===== src/cl_grab_pkg.sv =====
package cl_grab_pkg;

  localparam int frame_num_w = 20;
  localparam int line_num_w  = 12;
  localparam int rec_w       = 128;

  localparam int pad_w  = 12;
  localparam int meta_w = 4;
  localparam int data_w = rec_w - pad_w - meta_w - line_num_w - frame_num_w; // 80 bits

  // x tap carries the frame and line stamp through its FIFO
  typedef struct packed {
    logic [25:0]             data;
    logic                    fval;
    logic                    lval;
    logic [line_num_w-1:0]   line;
    logic [frame_num_w-1:0]  frame;
  } x_tap_t;

  typedef struct packed {
    logic [26:0] data;
    logic        lval;
  } yz_tap_t;

  typedef struct packed {
    logic [data_w-1:0]       data;  // z 79:53, y 52:26, x 25:0
    logic [pad_w-1:0]        pad;
    logic [meta_w-1:0]       meta;  // z_lval, y_lval, x_lval, fval
    logic [line_num_w-1:0]   line;
    logic [frame_num_w-1:0]  frame;
  } rec_t;

  localparam logic [3:0] reg_ctrl   = 4'h0;
  localparam logic [3:0] reg_status = 4'h4;
  localparam logic [3:0] reg_led    = 4'h8;
  localparam logic [3:0] reg_count  = 4'hC;

  localparam int ctrl_arm_bit     = 0;
  localparam int ctrl_cont_bit    = 1;
  localparam int status_ovf_bit   = 0;
  localparam int status_armed_bit = 1;

endpackage


===== src/cl_fifo.sv =====
`timescale 1ns/1ps

module cl_fifo #(
  parameter type payload_t = logic [7:0],
  parameter int  depth     = 16
) (
  input  logic     bus_clk,
  input  logic     reset,
  input  logic     wr,
  input  payload_t din,
  input  logic     rd,
  output payload_t dout,
  output logic     full,
  output logic     empty,
  output logic     ovf
);

  localparam int ptr_w = (depth > 1) ? $clog2(depth) : 1;
  localparam int cnt_w = $clog2(depth + 1);

  payload_t         mem [depth];
  logic [ptr_w-1:0] wr_ptr;
  logic [ptr_w-1:0] rd_ptr;
  logic [cnt_w-1:0] count;
  logic             do_wr;
  logic             do_rd;

  // Wrap explicitly so depth need not be a power of two
  function automatic logic [ptr_w-1:0] next_ptr(input logic [ptr_w-1:0] p);
    if (p == ptr_w'(depth - 1)) begin
      return '0;
    end
    return p + 1'b1;
  endfunction

  assign do_wr = wr & ~full;   // Writes to a full FIFO are dropped
  assign do_rd = rd & ~empty;
  assign full  = (count == cnt_w'(depth));
  assign empty = (count == '0);
  assign dout  = mem[rd_ptr];  // Head word falls through

  always_ff @(posedge bus_clk or posedge reset) begin
    if (reset) begin
      wr_ptr <= '0;
      rd_ptr <= '0;
      count  <= '0;
      ovf    <= 1'b0;
    end else begin
      if (do_wr) wr_ptr <= next_ptr(wr_ptr);
      if (do_rd) rd_ptr <= next_ptr(rd_ptr);
      case ({do_wr, do_rd})
        2'b10:   count <= count + 1'b1;
        2'b01:   count <= count - 1'b1;
        default: count <= count;
      endcase
      ovf <= wr & full;  // One-cycle drop flag
    end
  end

  always_ff @(posedge bus_clk) begin
    if (do_wr) mem[wr_ptr] <= din;
  end

  a_no_rd_empty: assert property (@(posedge bus_clk) disable iff (reset) rd |-> !empty);

  // A dropped write leaves the FIFO full unless a word was read meanwhile
  a_ovf_full: assert property (@(posedge bus_clk) disable iff (reset)
    ovf |-> full || $past(rd));

endmodule


===== src/cl_grab_top.sv =====
`timescale 1ns/1ps

module cl_grab_top #(
  parameter int tap_depth = 16,
  parameter int rec_depth = 8
) (
  input  logic              bus_clk,
  input  logic              reset,
  input  logic              fval,
  input  logic              x_lval,
  input  logic              y_lval,
  input  logic              z_lval,
  input  logic              x_valid,
  input  logic [25:0]       x_data,
  input  logic              y_valid,
  input  logic [26:0]       y_data,
  input  logic              z_valid,
  input  logic [26:0]       z_data,
  input  logic [3:0]        awaddr,
  input  logic              awvalid,
  output logic              awready,
  input  logic [31:0]       wdata,
  input  logic [3:0]        wstrb,
  input  logic              wvalid,
  output logic              wready,
  output logic [1:0]        bresp,
  output logic              bvalid,
  input  logic              bready,
  input  logic [3:0]        araddr,
  input  logic              arvalid,
  output logic              arready,
  output logic [31:0]       rdata,
  output logic [1:0]        rresp,
  output logic              rvalid,
  input  logic              rready,
  input  logic              rec_rden,
  output logic              rec_empty,
  output cl_grab_pkg::rec_t rec_data,
  output logic [3:0]        led
);

  logic                 arm_pulse, cont_mode, armed;
  logic                 x_wr, y_wr, z_wr;
  cl_grab_pkg::x_tap_t  x_din, x_dout;
  cl_grab_pkg::yz_tap_t y_din, y_dout;
  cl_grab_pkg::yz_tap_t z_din, z_dout;
  logic                 x_empty, y_empty, z_empty;
  logic                 x_ovf, y_ovf, z_ovf;
  logic                 ovf_any;
  logic                 pop;
  logic                 rec_full;
  cl_grab_pkg::rec_t    rec;

  assign ovf_any = x_ovf | y_ovf | z_ovf;

  frame_line_tracker tracker (
    .bus_clk, .reset, .fval, .x_lval, .y_lval, .z_lval,
    .x_valid, .x_data, .y_valid, .y_data, .z_valid, .z_data,
    .arm_pulse, .cont_mode,
    .x_wr, .x_din, .y_wr, .y_din, .z_wr, .z_din, .armed
  );

  cl_fifo #(.payload_t(cl_grab_pkg::x_tap_t), .depth(tap_depth)) x_tap_fifo (
    .bus_clk, .reset, .wr(x_wr), .din(x_din), .rd(pop),
    .dout(x_dout), .full(), .empty(x_empty), .ovf(x_ovf)
  );

  cl_fifo #(.payload_t(cl_grab_pkg::yz_tap_t), .depth(tap_depth)) y_tap_fifo (
    .bus_clk, .reset, .wr(y_wr), .din(y_din), .rd(pop),
    .dout(y_dout), .full(), .empty(y_empty), .ovf(y_ovf)
  );

  cl_fifo #(.payload_t(cl_grab_pkg::yz_tap_t), .depth(tap_depth)) z_tap_fifo (
    .bus_clk, .reset, .wr(z_wr), .din(z_din), .rd(pop),
    .dout(z_dout), .full(), .empty(z_empty), .ovf(z_ovf)
  );

  tap_reassembler reassembler (
    .bus_clk, .reset, .x_dout, .x_empty, .y_dout, .y_empty, .z_dout, .z_empty,
    .rec_full, .pop, .rec
  );

  // Host side, read first word through
  cl_fifo #(.payload_t(cl_grab_pkg::rec_t), .depth(rec_depth)) rec_fifo (
    .bus_clk, .reset, .wr(pop), .din(rec), .rd(rec_rden),
    .dout(rec_data), .full(rec_full), .empty(rec_empty), .ovf()
  );

  host_ctrl_axil regs (
    .bus_clk, .reset,
    .awaddr, .awvalid, .awready, .wdata, .wstrb, .wvalid, .wready,
    .bresp, .bvalid, .bready,
    .araddr, .arvalid, .arready, .rdata, .rresp, .rvalid, .rready,
    .ovf_any, .armed, .rec_push(pop),
    .arm_pulse, .cont_mode, .led
  );

endmodule


===== src/frame_line_tracker.sv =====
`timescale 1ns/1ps

module frame_line_tracker (
  input  logic                 bus_clk,
  input  logic                 reset,
  input  logic                 fval,
  input  logic                 x_lval,
  input  logic                 y_lval,
  input  logic                 z_lval,
  input  logic                 x_valid,
  input  logic [25:0]          x_data,
  input  logic                 y_valid,
  input  logic [26:0]          y_data,
  input  logic                 z_valid,
  input  logic [26:0]          z_data,
  input  logic                 arm_pulse,
  input  logic                 cont_mode,
  output logic                 x_wr,
  output cl_grab_pkg::x_tap_t  x_din,
  output logic                 y_wr,
  output cl_grab_pkg::yz_tap_t y_din,
  output logic                 z_wr,
  output cl_grab_pkg::yz_tap_t z_din,
  output logic                 armed
);

  logic                               fval_q;
  logic                               x_lval_q;
  logic                               fval_rise;
  logic                               x_lval_rise;
  logic                               capture_active;
  logic                               arm_pending;
  logic                               cap_now;
  logic [cl_grab_pkg::frame_num_w-1:0] frame_num;
  logic [cl_grab_pkg::frame_num_w-1:0] frame_now;
  logic [cl_grab_pkg::line_num_w-1:0]  line_num;
  logic [cl_grab_pkg::line_num_w-1:0]  line_now;

  assign fval_rise   = fval & ~fval_q;
  assign x_lval_rise = x_lval & ~x_lval_q;

  // Capture decision is taken at the frame start and held for the frame
  assign cap_now   = fval_rise ? (cont_mode | arm_pending) : capture_active;
  assign frame_now = fval_rise ? frame_num + 1'b1 : frame_num;
  assign armed     = arm_pending | capture_active;

  // Line number counts x_lval rises seen in this frame
  always_comb begin
    line_now = line_num;
    if (fval_rise) line_now = '0;
    if (fval && x_lval_rise) line_now = line_now + 1'b1;
  end

  always_ff @(posedge bus_clk or posedge reset) begin
    if (reset) begin
      fval_q         <= 1'b0;
      x_lval_q       <= 1'b0;
      capture_active <= 1'b0;
      arm_pending    <= 1'b0;
      frame_num      <= '0;
      line_num       <= '0;
      x_wr           <= 1'b0;
      y_wr           <= 1'b0;
      z_wr           <= 1'b0;
    end else begin
      fval_q         <= fval;
      x_lval_q       <= x_lval;
      capture_active <= cap_now;
      frame_num      <= frame_now;
      line_num       <= line_now;
      if (arm_pulse) arm_pending <= 1'b1;
      else if (fval_rise) arm_pending <= 1'b0;  // Consumed by this frame
      x_wr <= cap_now & x_valid;
      y_wr <= cap_now & y_valid;
      z_wr <= cap_now & z_valid;
    end
  end

  // Tap words with the stamp taken in the beat's own cycle
  always_ff @(posedge bus_clk) begin
    x_din.data  <= x_data;
    x_din.fval  <= fval;
    x_din.lval  <= x_lval;
    x_din.line  <= line_now;
    x_din.frame <= frame_now;
    y_din.data  <= y_data;
    y_din.lval  <= y_lval;
    z_din.data  <= z_data;
    z_din.lval  <= z_lval;
  end

  // Captured beats only arrive inside a frame
  a_wr_gated: assert property (@(posedge bus_clk) disable iff (reset)
    (x_wr || y_wr || z_wr) |-> capture_active && $past(fval));

endmodule


===== src/host_ctrl_axil.sv =====
`timescale 1ns/1ps

module host_ctrl_axil (
  input  logic        bus_clk,
  input  logic        reset,
  input  logic [3:0]  awaddr,
  input  logic        awvalid,
  output logic        awready,
  input  logic [31:0] wdata,
  input  logic [3:0]  wstrb,
  input  logic        wvalid,
  output logic        wready,
  output logic [1:0]  bresp,
  output logic        bvalid,
  input  logic        bready,
  input  logic [3:0]  araddr,
  input  logic        arvalid,
  output logic        arready,
  output logic [31:0] rdata,
  output logic [1:0]  rresp,
  output logic        rvalid,
  input  logic        rready,
  input  logic        ovf_any,
  input  logic        armed,
  input  logic        rec_push,
  output logic        arm_pulse,
  output logic        cont_mode,
  output logic [3:0]  led
);

  logic        busy;
  logic        wr_go;
  logic        rd_go;
  logic        ovf_sticky;
  logic [31:0] led_reg;
  logic [31:0] rec_count;
  logic [31:0] rd_word;

  // Single outstanding transaction, writes win a tie
  assign busy  = awready | arready | bvalid | rvalid;
  assign wr_go = awvalid & wvalid & ~busy;
  assign rd_go = arvalid & ~busy & ~wr_go;
  assign bresp = 2'b00;
  assign rresp = 2'b00;
  assign led   = led_reg[3:0];

  always_ff @(posedge bus_clk or posedge reset) begin
    if (reset) begin
      awready <= 1'b0;
      wready  <= 1'b0;
      bvalid  <= 1'b0;
      arready <= 1'b0;
      rvalid  <= 1'b0;
    end else begin
      awready <= wr_go;
      wready  <= wr_go;
      arready <= rd_go;
      if (awready) bvalid <= 1'b1;
      else if (bready) bvalid <= 1'b0;
      if (arready) rvalid <= 1'b1;
      else if (rready) rvalid <= 1'b0;
    end
  end

  always_ff @(posedge bus_clk or posedge reset) begin
    if (reset) begin
      arm_pulse  <= 1'b0;
      cont_mode  <= 1'b0;
      ovf_sticky <= 1'b0;
      led_reg    <= '0;
      rec_count  <= '0;
    end else begin
      arm_pulse <= 1'b0;
      if (rec_push) rec_count <= rec_count + 1'b1;  // Wraps at 32 bits
      if (awready) begin
        case (awaddr)
          cl_grab_pkg::reg_ctrl: if (wstrb[0]) begin
            arm_pulse <= wdata[cl_grab_pkg::ctrl_arm_bit];
            cont_mode <= wdata[cl_grab_pkg::ctrl_cont_bit];
          end
          cl_grab_pkg::reg_status: begin
            if (wstrb[0] && wdata[cl_grab_pkg::status_ovf_bit]) ovf_sticky <= 1'b0;
          end
          cl_grab_pkg::reg_led: begin
            for (int b = 0; b < 4; b++) begin
              if (wstrb[b]) led_reg[8*b +: 8] <= wdata[8*b +: 8];
            end
          end
          default: ;
        endcase
      end
      if (ovf_any) ovf_sticky <= 1'b1;  // New overflow beats a clear
    end
  end

  always_comb begin
    rd_word = '0;
    case (araddr)
      cl_grab_pkg::reg_ctrl:  rd_word[cl_grab_pkg::ctrl_cont_bit] = cont_mode;
      cl_grab_pkg::reg_status: begin
        rd_word[cl_grab_pkg::status_ovf_bit]   = ovf_sticky;
        rd_word[cl_grab_pkg::status_armed_bit] = armed;
      end
      cl_grab_pkg::reg_led:   rd_word = led_reg;
      cl_grab_pkg::reg_count: rd_word = rec_count;
      default:                rd_word = '0;
    endcase
  end

  // Read data captured in the address accept cycle
  always_ff @(posedge bus_clk) begin
    if (arready) rdata <= rd_word;
  end

  a_no_aw_during_b: assert property (@(posedge bus_clk) disable iff (reset)
    !(bvalid && awready));

endmodule


===== src/tap_reassembler.sv =====
`timescale 1ns/1ps

module tap_reassembler (
  input  logic                 bus_clk,
  input  logic                 reset,
  input  cl_grab_pkg::x_tap_t  x_dout,
  input  logic                 x_empty,
  input  cl_grab_pkg::yz_tap_t y_dout,
  input  logic                 y_empty,
  input  cl_grab_pkg::yz_tap_t z_dout,
  input  logic                 z_empty,
  input  logic                 rec_full,
  output logic                 pop,
  output cl_grab_pkg::rec_t    rec
);

  // One pop takes a word from every tap at once
  assign pop = ~x_empty & ~y_empty & ~z_empty & ~rec_full;

  always_comb begin
    rec.data  = {z_dout.data, y_dout.data, x_dout.data};
    rec.pad   = '0;
    rec.meta  = {z_dout.lval, y_dout.lval, x_dout.lval, x_dout.fval};
    rec.line  = x_dout.line;   // Stamp rides with the x tap
    rec.frame = x_dout.frame;
  end

  // Every popped word is a beat inside its tap's line
  a_pop_in_line: assert property (@(posedge bus_clk) disable iff (reset)
    pop |-> x_dout.lval && y_dout.lval && z_dout.lval);

endmodule


===== config.mk =====
export PLATFORM = sky130hd
export DESIGN_NAME = cl_grab_top
export DESIGN_NICKNAME = d
export VERILOG_FILES = /design/src/cl_grab_pkg.sv /design/src/cl_fifo.sv /design/src/cl_grab_top.sv /design/src/frame_line_tracker.sv /design/src/host_ctrl_axil.sv /design/src/tap_reassembler.sv
export SDC_FILE = /design/constraint.sdc
export NUM_CORES = 2
export LEC_CHECK = 0
export BUFFER_PORTS_ARGS = -buffer_cell sky130_fd_sc_hd__buf_2
export CORE_ASPECT_RATIO = 0.75
export CORE_MARGIN = 4
export CORE_UTILIZATION = 55
export CTS_CLUSTER_DIAMETER = 120
export DETAILED_ROUTE_END_ITERATION = 8
export PLACE_DENSITY = 0.7
export SYNTH_ARGS = -nofsm -noshare
export SYNTH_HDL_FRONTEND = slang
export SYNTH_SLANG_ARGS = --single-unit

===== constraint.sdc =====
create_clock -name bus_clk -period 27.6 [get_ports bus_clk]
set_clock_uncertainty 0.1 [all_clocks]
set_input_delay 1.38 -clock bus_clk [delete_from_list [all_inputs] [get_ports bus_clk]]
set_output_delay 1.38 -clock bus_clk [all_outputs]
set_load 0.02 [all_outputs]

# After elaboration in Yosys (flattened, before gate mapping)

Memory sizes are Yosys's and may differ from the RTL's.
Index checks and enable logic that the tools add are counted.

Memory bits (read-only): 0
Memories kept: 4
Output and inout bits: 174
RAM bits: 2,784
Input bits: 139
Word-level logic and storage cells: 224
Bits in latches: 0
Register bits after elaboration: 310

Memories:

| name           | words | width | rd ports | clocked after Yosys merged registers in | wr ports | RTL line      | text |
|---|---|---|---|---|---|---|---|
| x_tap_fifo.mem | 16    | 60    | 1        | 0                                       | 1        | cl_fifo.sv:21 | `payload_t mem [depth];` |
| rec_fifo.mem   | 8     | 116   | 1        | 0                                       | 1        | cl_fifo.sv:21 |  |
| y_tap_fifo.mem | 16    | 28    | 1        | 0                                       | 1        | cl_fifo.sv:21 |  |
| z_tap_fifo.mem | 16    | 28    | 1        | 0                                       | 1        | cl_fifo.sv:21 |  |

Shift operators: 0
Add/sub/neg operators: 19
$mul: 0
Bitwise logic cells: 42
Reductions and logical operators: 24
Divide/modulo/power cells: 0
$lt $le $gt $ge: 0
Equality and inequality tests: 25
Mux-type cells: 64

Operator list:

| cell                                                                  | number |
|---|---|
| 30-bit case mux with 2 select lines                                   | 1 |
| 4-bit 2-to-1 mux                                                      | 12 |
| 4-bit equality test, second input constant                            | 10 |
| 1-bit 2-to-1 mux                                                      | 38 |
| 32-bit by 1-bit adder with 32-bit output, second input constant       | 1 |
| 5-bit case mux with 2 select lines                                    | 3 |
| 4-bit by 1-bit adder with 4-bit output, second input constant         | 7 |
| 12-bit 2-to-1 mux                                                     | 2 |
| 1-bit AND                                                             | 23 |
| 20-bit by 1-bit adder with 20-bit output, second input constant       | 1 |
| 20-bit 2-to-1 mux                                                     | 1 |
| 2-bit nonzero test                                                    | 10 |
| 3-bit AND reduction                                                   | 6 |
| 5-bit by 1-bit adder with 5-bit output, second input constant         | 3 |
| 5-bit equality test, second input constant                            | 3 |
| 5-bit logical NOT                                                     | 3 |
| 5-bit by 1-bit subtractor with 5-bit output, second input constant    | 3 |
| 12-bit by 1-bit adder with 12-bit output, second input constant       | 1 |
| 4-bit logical NOT                                                     | 3 |
| 3-bit 2-to-1 mux                                                      | 4 |
| 1-bit NOT                                                             | 12 |
| 2-bit by 1-bit equality test with 1-bit output, second input constant | 4 |
| 2-bit equality test, second input constant                            | 4 |
| 4-bit by 3-bit equality test with 1-bit output, second input constant | 2 |
| 8 further kinds                                                       | 17 |

# Longest topological paths before layout

Depth in word-level cells: 8
Depth in mapped cells: 14
Gate-level depth less buffers: 12

# Cells and area by module

From an unflattened synthesis, not the netlist that was laid out.

Cell total of the unflattened synthesis: 5,932
Area, all modules: 122,655.1 um^2

Modules (own cells, without submodules):

| module                    | seq. area each (um^2) | area each (um^2) | instances | cells each |
|---|---|---|---|---|
| cl_fifo at rec_fifo       | 31,024.8              | 39,564.2         | 1         | 1,552 |
| cl_fifo at x_tap_fifo     | 29,178.0              | 37,536.0         | 1         | 1,839 |
| cl_fifo at y_tap_fifo ... | 13,803.2              | 18,103.6         | 2         | 916 |
| host_ctrl_axil            | 2,737.6               | 4,311.6          | 1         | 303 |
| frame_line_tracker        | 3,298.2               | 4,052.6          | 1         | 275 |
| tap_reassembler           | 0.0                   | 977.2            | 1         | 130 |
| cl_grab_top               | 0.0                   | 6.3              | 1         | 1 |

# Worst setup path after synthesis

No wires, ideal clock.

Kind: reg2reg
From: reg x_tap_fifo.count[0]
To: mem rec_fifo.mem[5][0] in the netlist's numbering, enable pin
Slack: 16.949 ns
Data required time: 26.743 ns
Library setup time: 0.757 ns
Path buffers: 2
Cell stages (with the launch flop): 9
Clock period less this slack: 10.651 ns
Data arrival time: 9.794 ns
Path through: dfrtp_1 > nor4_1 > a222oi_1 > nand2b_1 > buf_2 > inv_2 > buf_4 > nand2_1 > nor3b_1

Cells in the longest elaborated chain, start to end: 8

RTL lines:

| element                                | RTL line              | text |
|---|---|---|
| start: declaration                     | cl_fifo.sv:24         | `logic [cnt_w-1:0] count;` |
| start signal: assignment               | cl_fifo.sv:52         | `2'b10: count <= count + 1'b1;` |
| start signal: assignment               | cl_fifo.sv:53         | `2'b01: count <= count - 1'b1;` |
| start signal: assignment               | cl_fifo.sv:54         | `default: count <= count;` |
| 5-bit logical NOT                      | cl_fifo.sv:39         | `assign empty = (count == '0);` |
| 1-bit NOT                              | tap_reassembler.sv:18 | `assign pop = ~x_empty & ~y_empty & ~z_empty & ~rec_full;` |
| 1-bit AND (3 in series)                | tap_reassembler.sv:18 |  |
| 1-bit AND                              | cl_fifo.sv:36         | `assign do_wr = wr & ~full;` |
| 1-bit 2-to-1 mux                       | cl_fifo.sv:61         | `if (do_wr) mem[wr_ptr] <= din;` |
| 1-bit 2-to-1 mux (implied by the code) | cl_fifo.sv:61         |  |
| end: declaration                       | cl_fifo.sv:21         |  |

Every way passes these cells.

==> impl_metrics.env <==
export IMPL_status="complete, no violations"
export IMPL_crit_type="flop to output port"
export IMPL_area_growth_pct=12.4
export IMPL_routed_via_count=52300
export IMPL_die_w_um=539
export IMPL_ant_nets=0
export IMPL_clk_latency_ns=0.84
export IMPL_cts_resized_gates=0
export IMPL_place_hpwl_um=131000
export IMPL_ctsHoldBuffers=0
export IMPL_ys_warn_count=0
export IMPL_ir_drop_uv=101
export IMPL_first_pass_iters=5
export IMPL_cts_sinks=3094
export IMPL_cp_common_cell="buf_4"
export IMPL_numPortBuffers=296
export IMPL_post_cts_repair_setup_buffers=0
export IMPL_path_cells="buf_4, buf_4, mux4_2, mux2_2, buf_2"
export IMPL_async_reset_ff_share_pct=5.24
export IMPL_crit_path_start_kind="flop"
export IMPL_core_area_mm2=0.209
export IMPL_die_h_um=406
export IMPL_multi_input_area_mm2=0.0242
export IMPL_ys_seq_area_share_pct=78.3
export IMPL_grt_total_usage_pct=22.5
export IMPL_drt_iter0_drc=6007
export IMPL_synth_seq_cells=3094
export IMPL_hold_class="flop to flop"
export IMPL_worstReg2RegEnd="rec_fifo.mem[6][61]"
export IMPL_cp_slowest_cell="dfrtp_4"
export IMPL_ys_types=52
export IMPL_largest_reg_flops=960
export IMPL_critical_path_max_stage_delay_ns=1.04
export IMPL_worstPathMaxFanout=54
export IMPL_p_leak_nw=43.0
export IMPL_period_share_pct=23.6
export IMPL_num_io_pins=313
export IMPL_drive_above_1_share_pct=32.6
export IMPL_period_minus_slack_ns=6.52
export IMPL_syn_area_mm2=0.116
export IMPL_path_clk_slew_ns=0.06
export IMPL_finalSetupViolCount=0
export IMPL_critical_path_arrival_ns=5.04
export IMPL_pwr_density_cell_mw_per_mm2=113
export IMPL_regToRegSetupSlack_ns=22.46
export IMPL_tightest_slew_ns=1.23
export IMPL_num_rows=145
export IMPL_h_tree_depth=5
export IMPL_maxCapViolations=0
export IMPL_r2r_cells=5
export IMPL_endpoint="rec_data[114]"
export IMPL_cts_root_buffer="clkbuf_16"
export IMPL_top_regs="x_tap_fifo.mem: 960 flops, rec_fifo.mem: 928 flops"
export IMPL_via_per_inst=6.18
export IMPL_grt_max_degree=135
export IMPL_antenna_found_initial=11
export IMPL_cts_tree="yes"
export IMPL_drc=0
export IMPL_grt_overflow_total=0
export IMPL_final_hold_viol_count=0
export IMPL_cp_end_kind="output port"
export IMPL_n_fill_cell=13700
export IMPL_syn_instance_count=4981
export IMPL_wl_per_cell_um=28.9
export IMPL_avgSynthCellArea_um2=23.3
export IMPL_top_register="x_tap_fifo.mem"
export IMPL_finalNetCount=5617
export IMPL_grt_pass1_vias=53900
export IMPL_place_gp_congestion=0.740
export IMPL_grt_pass1_wl_um=363000
export IMPL_cts_buffers=291
export IMPL_r2r_start="x_tap_fifo.rd_ptr[0]"
export IMPL_drt_wl_total_um=244000
export IMPL_fin_total_pwr_mw=14.8
export IMPL_crit_start="rec_fifo.rd_ptr[0]"
export IMPL_start_util_pct=55.5
export IMPL_rsz0062_at_grt="no"
export IMPL_synthFlopType="edfxtp_1"
export IMPL_slew_headroom_pct=17.9
export IMPL_fmax_mhz=153
export IMPL_clockBufferDepth=4
export IMPL_synth_edf_count=2816
export IMPL_tns_ns=0
export IMPL_final_max_slew_viol_count=0
export IMPL_seqCellArea_mm2=0.0910
export IMPL_die_area_mm2=0.219
export IMPL_critPathRequiredTime_ns=26.12
-- worst min path at each step --
stage	start	to	slack [ns]	cells past startpoint
2_1_floorplan	regs.arm_pulse	tracker.arm_pending	0.30	1
3_3_place_gp	regs.arm_pulse	tracker.arm_pending	0.31	1
3_5_place_dp	regs.arm_pulse	tracker.arm_pending	0.32	1
4_1_cts	regs.arm_pulse	tracker.arm_pending	0.34	1
5_1_grt	regs.arm_pulse	tracker.arm_pending	0.35	1
6_report	regs.arm_pulse	tracker.arm_pending	0.33	1
-- layout by cell type, fill, tap and decap left out, types with 74 or more instances in the layout --
| cell type | n |
|---|---|
| edfxtp_1 | 2816 |
| mux4_2 | 784 |
| buf_2 | 296 |
| clkbuf_16 | 295 |
| mux2_2 | 151 |
| dfrtp_1 | 147 |
| dfxtp_1 | 116 |
| buf_4 | 112 |
| nand2_1 | 91 |
| clkbuf_1 | 74 |
-- through the flow --
| step | utilization, % | hold slack [ns] | instance area (µm²) | worst slack, ns | std cells |
|---|---|---|---|---|---|
| after CTS | 62.4 | 0.335 | 131000 | 20.89 | 8457 |
| after floorplan | - | 0.304 | 116000 | 16.95 | 4996 |
| after global placement | 57.9 | 0.309 | 121000 | 21.83 | 7937 |
| after detailed placement | 57.9 | 0.321 | 121000 | 21.84 | 7937 |
| final | 62.4 | 0.330 | 131000 | 21.08 | 8463 |
| after global routing | 62.4 | 0.351 | 131000 | 20.58 | 8459 |
-- metal layers --
| metal | global-route usage, % | up-vias | wire, µm |
|---|---|---|---|
| met2 | 35.3 | 2063 | 117000 |
| met4 | 6.35 | 12 | 6720 |
| met3 | 3.94 | 385 | 18200 |
| met1 | 33.2 | 28100 | 102000 |
| met5 | 0 | - | 70 |
| li1 | - | 21800 | - |
-- cell families (layout without fill, tap and decap cells) --
group,Yosys count,count (layout),share of synthesized area (%)
AND/OR/NAND/NOR,346,346,1.53
adder cells (fa/ha/maj),41,41,0.468
multiplexers,968,968,17.0
AO/OA/AOI/OAI,153,153,0.901
flip-flops,3094,3094,78.3
XOR/XNOR,78,78,0.588
buffers and inverters,300,968,1.26
other,1,22,0.00323
-- cells in the mapped netlist, drive strengths merged (3+ instances only) --
library cell  count  area share, %
mux4            784             15
o21ai            25           0.11
a21oi            40           0.17
a22o             30           0.23
ha               37           0.40
xor2             16           0.12
nor4              8          0.054
mux2i            33           0.28
clkbuf          119           0.38
nor2             53           0.17
dfrtp           162            3.5
nor3b             5          0.037
a311oi            3          0.023
xnor2            62           0.47
nand3            46           0.20
dfxtp           116            2.0
nor3             22          0.095
or3b              3          0.023
a21o             14          0.090
inv              37           0.12
edfxtp         2816             73
nor2b            36           0.19
nand2            91           0.29
nand2b           14          0.075
and4              4          0.030
mux2            151            1.5
and2             13          0.070
a211oi           28           0.18
or3               5          0.027
o41ai             3          0.023
fa                4          0.069
a32o              3          0.026
buf             144           0.75
nand4            20           0.11
and3             19           0.10
-- power by group --
part           switching (mW)  internal [mW]
Combinational            2.40           1.71
Sequential              0.430           6.29
Clock                    1.66           2.27
Total                    4.50           10.3
-- worst max-delay path: cells and delay by family, from the launching register on --
kind     cells  cell delay, ns
buf+inv      3            2.03
flops        1            1.04
mux          2            0.94
-- area by class of cell --
class | instances | area share, %
flip-flops and latches | 3094 | 69.7
multi-input cells | 1602 | 18.5
clock buffers | 396 | 6.15
well taps | 2793 | 2.68
repair buffers | 411 | 1.82
clock inverters | 124 | 1.01
inverters | 37 | 0.112
diodes | 6 | 0.0115
No activity file was read; power rests on OpenSTA's default activity.
